**config.mk**
```make
export PLATFORM = sky130hd
export DESIGN_NAME = dac_subsystem_top
export DESIGN_NICKNAME = d
export VERILOG_FILES = /design/src/rtl/dac_pkg.sv /design/src/rtl/dac_mmi_regs.sv /design/src/rtl/dac_spi_master.sv /design/src/rtl/dac_subsystem_top.sv /design/src/rtl/dac_update_ctrl.sv
export VERILOG_INCLUDE_DIRS = /design/src /design/src/rtl
export SDC_FILE = /design/constraint.sdc
export NUM_CORES = 1
export LEC_CHECK = 0
export ABC_AREA = 0
export BUFFER_PORTS_ARGS = -buffer_cell sky130_fd_sc_hd__buf_2
export CORE_ASPECT_RATIO = 0.7
export CORE_MARGIN = 5
export CORE_UTILIZATION = 49
export CTS_CLUSTER_DIAMETER = 80
export DETAILED_ROUTE_END_ITERATION = 16
export HOLD_SLACK_MARGIN = 0.15
export PLACE_DENSITY = 0.76
export SYNTH_ARGS = -nofsm -noshare
export SYNTH_HDL_FRONTEND = slang
export SYNTH_SLANG_ARGS = --single-unit
```
**constraint.sdc**
```tcl
create_clock -name clk -period 2.05 [get_ports clk]
set_input_delay 0.3075 -clock clk [delete_from_list [all_inputs] [get_ports clk]]
set_output_delay 0.3075 -clock clk [all_outputs]
set_load 0.01 [all_outputs]
```
**src/rtl/dac_cfg.svh**
```systemverilog
//////////////////////////////////////////////////
// register addresses are word addresses on the bus
// the gain field has to sit below the power-down bits
//////////////////////////////////////////////////
`ifndef DAC_CFG_SVH
`define DAC_CFG_SVH

// register bus widths
`define DAC_DATA_W          16
`define DAC_ADDR_W          15

// reset word and version constant
`define DAC_DEFAULT         16'd100
`define DAC_MODULE_VERSION  16'd1

// address map
`define DAC_ADDR_VERSION    0
`define DAC_ADDR_DAC_REG    1
`define DAC_ADDR_EN_MMI     2
`define DAC_NUM_REGS        3

// gain field inside the DAC word
`define DAC_GAIN_LSB        6
`define DAC_GAIN_W          8

// system clocks per SPI half period, 1 or more
`define DAC_SPI_CLK_DIV     4

`endif

```
**src/rtl/dac_pkg.sv**
```systemverilog
//////////////////////////////////////////////////
// types shared by the DAC control RTL and its testbench
//////////////////////////////////////////////////
`include "dac_cfg.svh"

package dac_pkg;

    // register bus payloads
    typedef logic [`DAC_DATA_W-1:0] reg_data_t;
    typedef logic [`DAC_ADDR_W-1:0] reg_addr_t;

    // bits 15:14 hold the power-down mode and bits 13:6 the gain code
    // low six bits are ignored by the converter
    typedef logic [15:0] dac_word_t;

    // direct gain code from the local loop
    typedef logic [`DAC_GAIN_W-1:0] dac_gain_t;

    // update sequencer
    typedef enum logic [1:0] {
        UPD_IDLE,
        UPD_START,
        UPD_BUSY
    } upd_state_t;

    // SPI serializer
    typedef enum logic [1:0] {
        SPI_IDLE,
        SPI_SHIFT,
        SPI_END
    } spi_state_t;

endpackage

```
**src/rtl/dac_mmi_regs.sv**
```systemverilog
//////////////////////////////////////////////////
// reads answer one cycle after rreq and writes are never stalled
// en_mmi_ctrl decides whether the bus or the gain strobe owns the DAC word
//////////////////////////////////////////////////
`include "dac_cfg.svh"

module dac_mmi_regs
    import dac_pkg::*;
(
    input  logic       clk,
    input  logic       SET_DEFAULT_ON_RESET,
    input  logic       en_mmi_ctrl,
    input  logic       wvalid,
    output logic       wready,
    input  reg_addr_t  waddr,
    input  reg_data_t  wdata,
    input  logic       rreq,
    input  reg_addr_t  raddr,
    output logic       rvalid,
    output reg_data_t  rdata,
    input  dac_gain_t  dac_reg,
    input  logic       dac_reg_valid_stb,
    output dac_word_t  dac_word,
    output logic       dac_changed
);

    localparam reg_addr_t ADDR_VERSION = reg_addr_t'(`DAC_ADDR_VERSION);
    localparam reg_addr_t ADDR_DAC_REG = reg_addr_t'(`DAC_ADDR_DAC_REG);
    localparam reg_addr_t ADDR_EN_MMI  = reg_addr_t'(`DAC_ADDR_EN_MMI);
    localparam reg_addr_t NUM_REGS     = reg_addr_t'(`DAC_NUM_REGS);

    dac_word_t dac_q;
    logic      en_mmi_q;
    logic      bus_wr;
    logic      gain_wr;
    reg_data_t rd_mux;

    assign dac_word = dac_q;

    // only one source can own the register at a time
    assign bus_wr  = wvalid && wready && en_mmi_ctrl && (waddr == ADDR_DAC_REG);
    assign gain_wr = dac_reg_valid_stb && !en_mmi_ctrl;

    //////////////////////////////////////////////////
    // write side
    //////////////////////////////////////////////////

    always_ff @(posedge clk) begin
        if (SET_DEFAULT_ON_RESET) begin
            wready      <= 1'b0;
            dac_q       <= `DAC_DEFAULT;
            dac_changed <= 1'b0;
            en_mmi_q    <= 1'b0;
        end else begin
            wready      <= 1'b1;
            en_mmi_q    <= en_mmi_ctrl;
            // pulse lines up with the new value on dac_word
            dac_changed <= bus_wr || gain_wr;
            if (bus_wr) begin
                dac_q <= dac_word_t'(wdata);
            end else if (gain_wr) begin
                // power-down bits and the unused tail stay as they are
                dac_q[`DAC_GAIN_LSB +: `DAC_GAIN_W] <= dac_reg;
            end
        end
    end

    //////////////////////////////////////////////////
    // read side
    //////////////////////////////////////////////////

    always_comb begin
        rd_mux = '0;
        // anything past the map reads as zero
        if (raddr < NUM_REGS) begin
            case (raddr)
                ADDR_VERSION: rd_mux = `DAC_MODULE_VERSION;
                ADDR_DAC_REG: rd_mux = reg_data_t'(dac_q);
                ADDR_EN_MMI:  rd_mux = reg_data_t'(en_mmi_q);
                default:      rd_mux = '0;
            endcase
        end
    end

    always_ff @(posedge clk) begin
        if (SET_DEFAULT_ON_RESET) begin
            rvalid <= 1'b0;
        end else begin
            rvalid <= rreq;
        end
    end

    // data only moves on a request
    always_ff @(posedge clk) begin
        if (rreq) begin
            rdata <= rd_mux;
        end
    end

    // every request is answered on the next cycle with a fully known word
    assert property (@(posedge clk) disable iff (SET_DEFAULT_ON_RESET)
        rreq |=> (rvalid && !$isunknown(rdata)));

endmodule

```
**src/rtl/dac_spi_master.sv**
```systemverilog
//////////////////////////////////////////////////
// sclk idles low and mosi moves on its rising edge
// rdy stays low for 2 + 32 * DAC_SPI_CLK_DIV cycles per frame
//////////////////////////////////////////////////
`include "dac_cfg.svh"

module dac_spi_master
    import dac_pkg::*;
(
    input  logic       clk,
    input  logic       SET_DEFAULT_ON_RESET,
    input  logic       start_cmd,
    input  dac_word_t  tx_data,
    output logic       rdy,
    output logic       sclk,
    output logic       sync_n,
    output logic       mosi
);

    localparam int DIV       = `DAC_SPI_CLK_DIV;
    localparam int CNT_W     = $clog2(DIV + 1);
    localparam int FRAME_W   = $bits(dac_word_t);
    localparam int HALVES    = 2 * FRAME_W;
    localparam int HALF_W    = $clog2(HALVES);

    localparam logic [CNT_W-1:0]  DIV_LAST  = CNT_W'(DIV - 1);
    localparam logic [HALF_W-1:0] HALF_LAST = HALF_W'(HALVES - 1);

    spi_state_t        state;
    logic [CNT_W-1:0]  div_cnt;
    logic [HALF_W-1:0] half_cnt;
    dac_word_t         shift_q;
    logic              half_done;

    assign half_done = (div_cnt == DIV_LAST);

    // MSB first straight out of the shift register
    assign mosi = shift_q[FRAME_W-1];

    always_ff @(posedge clk) begin
        if (SET_DEFAULT_ON_RESET) begin
            state    <= SPI_IDLE;
            rdy      <= 1'b1;
            sync_n   <= 1'b1;
            sclk     <= 1'b0;
            div_cnt  <= '0;
            half_cnt <= '0;
            shift_q  <= '0;
        end else begin
            case (state)
                SPI_IDLE: begin
                    if (start_cmd) begin
                        state    <= SPI_SHIFT;
                        rdy      <= 1'b0;
                        sync_n   <= 1'b0;
                        // first rising edge presents the MSB
                        sclk     <= 1'b1;
                        shift_q  <= tx_data;
                        div_cnt  <= '0;
                        half_cnt <= '0;
                    end
                end
                SPI_SHIFT: begin
                    if (half_done) begin
                        div_cnt <= '0;
                        if (half_cnt == HALF_LAST) begin
                            // last low half done, sclk is already low
                            state  <= SPI_END;
                            sync_n <= 1'b1;
                        end else begin
                            half_cnt <= half_cnt + 1'b1;
                            sclk     <= ~sclk;
                            // odd halves are low, so this edge rises into the next bit
                            if (half_cnt[0]) begin
                                shift_q <= shift_q << 1;
                            end
                        end
                    end else begin
                        div_cnt <= div_cnt + 1'b1;
                    end
                end
                SPI_END: begin
                    // two cycles with sync_n high before the next frame may start
                    if (div_cnt == CNT_W'(1)) begin
                        state <= SPI_IDLE;
                        rdy   <= 1'b1;
                    end else begin
                        div_cnt <= div_cnt + 1'b1;
                    end
                end
                default: begin
                    state <= SPI_IDLE;
                    rdy   <= 1'b1;
                end
            endcase
        end
    end

    // converter is never selected while a new command can be taken
    assert property (@(posedge clk) disable iff (SET_DEFAULT_ON_RESET)
        rdy |-> sync_n);

endmodule

```
**src/rtl/dac_subsystem_top.sv**
```systemverilog
//////////////////////////////////////////////////
// one converter on one slave select
//////////////////////////////////////////////////

module dac_subsystem_top
    import dac_pkg::*;
(
    input  logic       clk,
    input  logic       SET_DEFAULT_ON_RESET,
    input  logic       en_mmi_ctrl,
    input  logic       wvalid,
    output logic       wready,
    input  reg_addr_t  waddr,
    input  reg_data_t  wdata,
    input  logic       rreq,
    input  reg_addr_t  raddr,
    output logic       rvalid,
    output reg_data_t  rdata,
    input  dac_gain_t  dac_reg,
    input  logic       dac_reg_valid_stb,
    output logic       dac_reg_updated_stb,
    output logic       sclk,
    output logic       sync_n,
    output logic       mosi
);

    // register map to sequencer
    dac_word_t dac_word;
    logic      dac_changed;

    // sequencer to serializer
    logic      start_cmd;
    dac_word_t tx_data;
    logic      rdy;

    dac_mmi_regs u_regs (
        .clk                  (clk),
        .SET_DEFAULT_ON_RESET (SET_DEFAULT_ON_RESET),
        .en_mmi_ctrl          (en_mmi_ctrl),
        .wvalid               (wvalid),
        .wready               (wready),
        .waddr                (waddr),
        .wdata                (wdata),
        .rreq                 (rreq),
        .raddr                (raddr),
        .rvalid               (rvalid),
        .rdata                (rdata),
        .dac_reg              (dac_reg),
        .dac_reg_valid_stb    (dac_reg_valid_stb),
        .dac_word             (dac_word),
        .dac_changed          (dac_changed)
    );

    dac_update_ctrl u_ctrl (
        .clk                  (clk),
        .SET_DEFAULT_ON_RESET (SET_DEFAULT_ON_RESET),
        .dac_word             (dac_word),
        .dac_changed          (dac_changed),
        .rdy                  (rdy),
        .start_cmd            (start_cmd),
        .tx_data              (tx_data),
        .dac_reg_updated_stb  (dac_reg_updated_stb)
    );

    dac_spi_master u_spi (
        .clk                  (clk),
        .SET_DEFAULT_ON_RESET (SET_DEFAULT_ON_RESET),
        .start_cmd            (start_cmd),
        .tx_data              (tx_data),
        .rdy                  (rdy),
        .sclk                 (sclk),
        .sync_n               (sync_n),
        .mosi                 (mosi)
    );

endmodule

```
**src/rtl/dac_update_ctrl.sv**
```systemverilog
//////////////////////////////////////////////////
// changes during a frame merge into one follow-up frame
// the frame after reset carries whatever dac_word holds then
//////////////////////////////////////////////////

module dac_update_ctrl
    import dac_pkg::*;
(
    input  logic       clk,
    input  logic       SET_DEFAULT_ON_RESET,
    input  dac_word_t  dac_word,
    input  logic       dac_changed,
    input  logic       rdy,
    output logic       start_cmd,
    output dac_word_t  tx_data,
    output logic       dac_reg_updated_stb
);

    upd_state_t state;
    logic       pending;
    logic       rdy_q;
    logic       want_frame;
    logic       load;

    // a change right now or one held back during the last frame
    assign want_frame = dac_changed || pending;

    // new request either from idle or straight off the end of a frame
    assign load = want_frame &&
                  ((state == UPD_IDLE) || ((state == UPD_BUSY) && rdy));

    //////////////////////////////////////////////////
    // request FSM
    //////////////////////////////////////////////////

    always_ff @(posedge clk) begin
        if (SET_DEFAULT_ON_RESET) begin
            state     <= UPD_IDLE;
            start_cmd <= 1'b0;
            // one frame is owed so the default word goes out after reset
            pending   <= 1'b1;
        end else begin
            case (state)
                UPD_IDLE: begin
                    if (load) begin
                        state     <= UPD_START;
                        start_cmd <= 1'b1;
                        pending   <= 1'b0;
                    end
                end
                UPD_START: begin
                    // serializer has the word once rdy drops
                    if (!rdy) begin
                        state     <= UPD_BUSY;
                        start_cmd <= 1'b0;
                    end
                    // tx_data is already committed, so remember the change
                    if (dac_changed) begin
                        pending <= 1'b1;
                    end
                end
                UPD_BUSY: begin
                    if (rdy) begin
                        if (load) begin
                            state     <= UPD_START;
                            start_cmd <= 1'b1;
                            pending   <= 1'b0;
                        end else begin
                            state <= UPD_IDLE;
                        end
                    end else if (dac_changed) begin
                        pending <= 1'b1;
                    end
                end
                default: begin
                    state     <= UPD_IDLE;
                    start_cmd <= 1'b0;
                end
            endcase
        end
    end

    // newest register value at the moment of the request
    always_ff @(posedge clk) begin
        if (load) begin
            tx_data <= dac_word;
        end
    end

    //////////////////////////////////////////////////
    // frame done strobe
    //////////////////////////////////////////////////

    always_ff @(posedge clk) begin
        if (SET_DEFAULT_ON_RESET) begin
            rdy_q               <= 1'b1;
            dac_reg_updated_stb <= 1'b0;
        end else begin
            rdy_q               <= rdy;
            dac_reg_updated_stb <= rdy && !rdy_q;
        end
    end

    // the serializer latches the word on the edge after this cycle
    assert property (@(posedge clk) disable iff (SET_DEFAULT_ON_RESET)
        (start_cmd && rdy) |=> $stable(tx_data));

    // a request is only withdrawn once the serializer has taken it
    assert property (@(posedge clk) disable iff (SET_DEFAULT_ON_RESET)
        $fell(start_cmd) |-> $past(!rdy));

endmodule

```
==> flow_results.org <==
** Detailed routing
- Via count normalized by instance count :: 5.38
- The first routing iteration left 143 violations.
- In the final routed layout, each cell accounts on average for 15.9 microns.
- Remaining design rule violation count :: 0
- Once detail routing completed, the nets flagged for antenna violations numbered 0.
- Routed wire length :: 8700 microns
- The first TritonRoute pass finished after 4 iterations.
- The detailed router placed 2955 vias in this run.

** Synthesis
- Share of synthesized cell area in full adder, half adder and majority cells :: 0.0464
- Ys async rst share :: 0
- Multiplexer share of the synthesized area :: 0.0924
- Post-synthesis sequential area ratio :: 0.546
- Area share of the leading cell type in the synthesized netlist :: 0.291
- Avg Cell Area, Syn :: 10.6 sq um
- In this run the cell area of the synthesized design comes to 0.00378 sq mm.
- Counting distinct cell types in the post-synthesis netlist gives 42.
- Flop and latch count out of synthesis :: 87
- Yosys mapped a number of flops with a built-in enable equal to 32.
- Post-Syn Instances :: 356
- Yosys printed 0 warnings.
- Post-synthesis share of cell area spent on and, or, nand and nor gates :: 0.179
- After synthesis, the cell types taking the most area are dfxtp_1, edfxtp_1, mux2i_1, ha_1, nand2_1.
- The area fraction in compound gates after synthesis was 0.101.
- Most used flip-flop cell after synthesis :: dfxtp_1
- After synthesis, the largest family of logic cells by area is simple AND/OR/NAND/NOR gates.
- Number of nets in the synthesized netlist :: 430
- Most area-hungry cell type in the Yosys netlist :: dfxtp_1
- Of the total synthesized cell area, the portion taken by XOR and XNOR cells is 0.

** Floorplan
- Starting Density :: 0.509
- Die Area :: 0.00960 sq mm
- Measured along the y axis, the die boundary spans 83.5 microns.
- In this run the count of I/O pins placed on the die edge is 82.
- From left edge to right edge, the die measures 115 microns.
- Total number of placement rows :: 26
- Area of the placeable core :: 0.00742 sq mm

** Placement
- Count of placed standard cells including taps :: 528
- Final weighted congestion in routability-driven placement :: 0.874
- Summing all placed instances gives a cell area of 0.00434 sq mm.
- In this run the tool buffered the top-level ports with 81 buffer cells.
- Half-perimeter wire length of the detailed placement result :: 5800 microns

** Min path
- Worst Hold Depth :: 3
- Worst hold path class :: input pin to flip-flop

** STA
- Final-report hold violation count :: 0
- For the finished layout, the period the worst path requires is 2040 ps.
- Share of the clock period used by the worst path after layout :: 0.993
- Timing would allow up to 491 MHz.
- Final count of negative-setup-slack endpoints :: 0
- Clock Skews :: 14.8 ps
- Number of max-slew violations in the final report :: 0
- Worst hold-check slack :: 196 ps
- At the pin with the least slew margin, the transition time is 607 ps.
- In this run the tightest slew margin relative to its limit is 0.595.

** Global route
- Overall track demand over capacity in global routing :: 0.177
- Pin count of the biggest net entering global routing :: 41
- Via count of the first global-routing pass :: 2889
- The first global-routing pass estimated 13500 microns of wire.
- Antenna violations before repair :: 0
- Summed over all layers, the global routing overflow is 0.

** Clock tree
- Buffers inserted to repair hold after CTS numbered 0.
- CTS tree :: built
- Master cell of the clock root buffer :: clkbuf_8
- Maximum buffer depth of the clock tree :: 2
- Clock H-tree levels :: 3
- Clock slew at reported path FFs :: 90 ps
- Inserted Clock Buffers :: 9
- CTS saw 87 sinks.
- Later-pin clock latency in the skew report :: 370 ps

** Worst setup path
- At the worst endpoint, the required time is 2330 ps.
- Of all nets on the critical path, the largest fanout is 8.
- Delay of the slowest cell on the worst path :: 430 ps
- Worst endpoint data arrival time :: 2320 ps
- Most numerous cell on the critical path :: ha_4
- STA classifies the critical path endpoint as a flip-flop.
- Slowest CP cell :: a211oi_4
- Startpoint class of the critical path :: flip-flop
- Count of cells along the worst register-to-register path :: 8
- Ordered cell list for the critical path :: ha_4 -> and3_4 -> ha_4 -> nand3b_1 -> a211oi_4 -> clkbuf_16 -> nor2_1 -> a211oi_1
- The critical path is of the flip-flop to flip-flop type.

** Power
- Leak pwr :: 0.00186 uW
- Of the total power, registers draw 0.437.
- Of the total power, the clock network draws 0.219.
- Of the total power, the share spent switching nets is 0.340.
- The design draws 5470 uW.
- Comb pwr share :: 0.344
- IR analysis of the VDD net gives a maximum drop of 0.425 mV.
- Sw Pwr :: 1860 uW
- Cell area power density :: 1170 mW/mm^2
- Internal power :: 3610 uW

** Cells and area
- Number of standard cells in the final layout excluding fillers :: 549
- Signed area change from the synthesized netlist to the final layout :: 24.0%
- The library cell used most frequently in the layout, excluding fill and tap cells, is buf_2.
- In the layout the commonest cells are buf_2, dfxtp_1, nand2_1.
- Layout Nets :: 520
- Of the cells placed in the final design, the portion with a size suffix greater than 1 is 0.302.
- Measured on the finished design, the core utilization comes to 0.632.
- Once layout is done, the placed cells without fillers occupy 0.00469 sq mm.
- FILL cells :: 580
- The repair_antennas step left the layout with diodes totalling 0.

** Flow run
- Across the run, the number of max-cap violations was 0.

** Status
- Status :: finished, final reports clean
metrics by stage:
stage | setup WS [ps] | TNS (ps)
detailed placement | -21.1 | -21.1
finish | 14.0 | 0
CTS | 9.65 | 0
floorplan | 108 | 0
global route | -89.8 | -536
global placement | 110 | 0
layout make-up:
cell class | instances | area [sq um] | share of cell area
Multi-Input combinational cell | 238 | 1650 | 0.352
Timing Repair Buffer | 97 | 606 | 0.129
Clock inverter | 7 | 70.1 | 0.0150
Inverter | 13 | 48.8 | 0.0104
Sequential cell | 87 | 2060 | 0.441
Tap cell | 98 | 123 | 0.0262
Clock buffer | 9 | 124 | 0.0264
layer usage:
layer	global-route usage	up-vias	routed length [microns]
met2	0.268	112	3990
met5	0	-	0
met1	0.234	1396	4020
met3	0.0652	10	587
met4	0.0586	0	108
li1	-	1437	-
cell usage after synthesis, types with 3 or more instances:
| library cell | instances |
|---|---|
| a211oi_1 | 19 |
| buf_1 | 3 |
| mux2_2 | 7 |
| a221oi_1 | 3 |
| buf_2 | 4 |
| a21oi_1 | 19 |
| ha_1 | 14 |
| clkbuf_1 | 9 |
| nor2b_1 | 14 |
| dfxtp_1 | 55 |
| edfxtp_1 | 32 |
| nand2_1 | 41 |
| nor4_1 | 5 |
| o21ai_0 | 3 |
| nor2_1 | 29 |
| nand3_1 | 5 |
| nand2b_1 | 5 |
| mux2i_1 | 27 |
| or3_1 | 4 |
| and2_1 | 15 |
| inv_1 | 12 |
| nor3_1 | 7 |
kinds of logic (layout without fill, tap and decap cells):
group	after synthesis	after routing
buf+inv	31	126
simple gates	134	134
mux	34	34
fa+ha+maj	14	14
flops	87	87
compound gates	56	56
sequential cells by signal (all words and copies together) (netlist names), 2 cells and up:
name	count
u_ctrl.tx_data	16
u_regs.dac_word	16
u_regs.rdata	16
u_spi.shift_q	16
u_spi.half_cnt	5
u_spi.div_cnt	3
u_ctrl.state	2
u_spi.state	2
path summary, 6_finish.rpt:
kind                                   from                                    end  slack, ps
min reg2reg         u_ctrl.rdy_q$_SDFF_PP1_  u_ctrl.dac_reg_updated_stb$_SDFF_PP0_        390
min                               wdata[14]       u_regs.dac_word[14]$_SDFFE_PP0P_        200
max reg2reg  u_spi.half_cnt[1]$_SDFFE_PP0P_          u_spi.shift_q[2]$_SDFFE_PP0P_         10
max          u_spi.half_cnt[1]$_SDFFE_PP0P_          u_spi.shift_q[2]$_SDFFE_PP0P_         10
repair_timing:
item,CTS,global route
gates cloned,0,3
pin swaps,1,12
resized for setup,0,16
buffers inserted,0,2
setup endpoints to repair,1,17
power by group through the flow:
| stage | sequential (uW) | clock, uW | combinational [uW] |
|---|---|---|---|
| 2_1_floorplan | 2400 | 0 | 1100 |
| 3_3_place_gp | 2410 | 0 | 1480 |
| 3_5_place_dp | 2420 | 0 | 1540 |
| 4_1_cts | 2390 | 1220 | 1550 |
| 5_1_grt | 2430 | 1310 | 2030 |
| 6_report | 2390 | 1200 | 1880 |
critical path, delay by kind of cell, from the launching register on:
kind	cells	cell delay, ps
buffers and inverters	1	230
AO/OA/AOI/OAI	2	610
flip-flops	1	350
AND/OR/NAND/NOR	3	440
adder cells (fa/ha/maj)	2	320
Power figures use the tool's default switching activity.
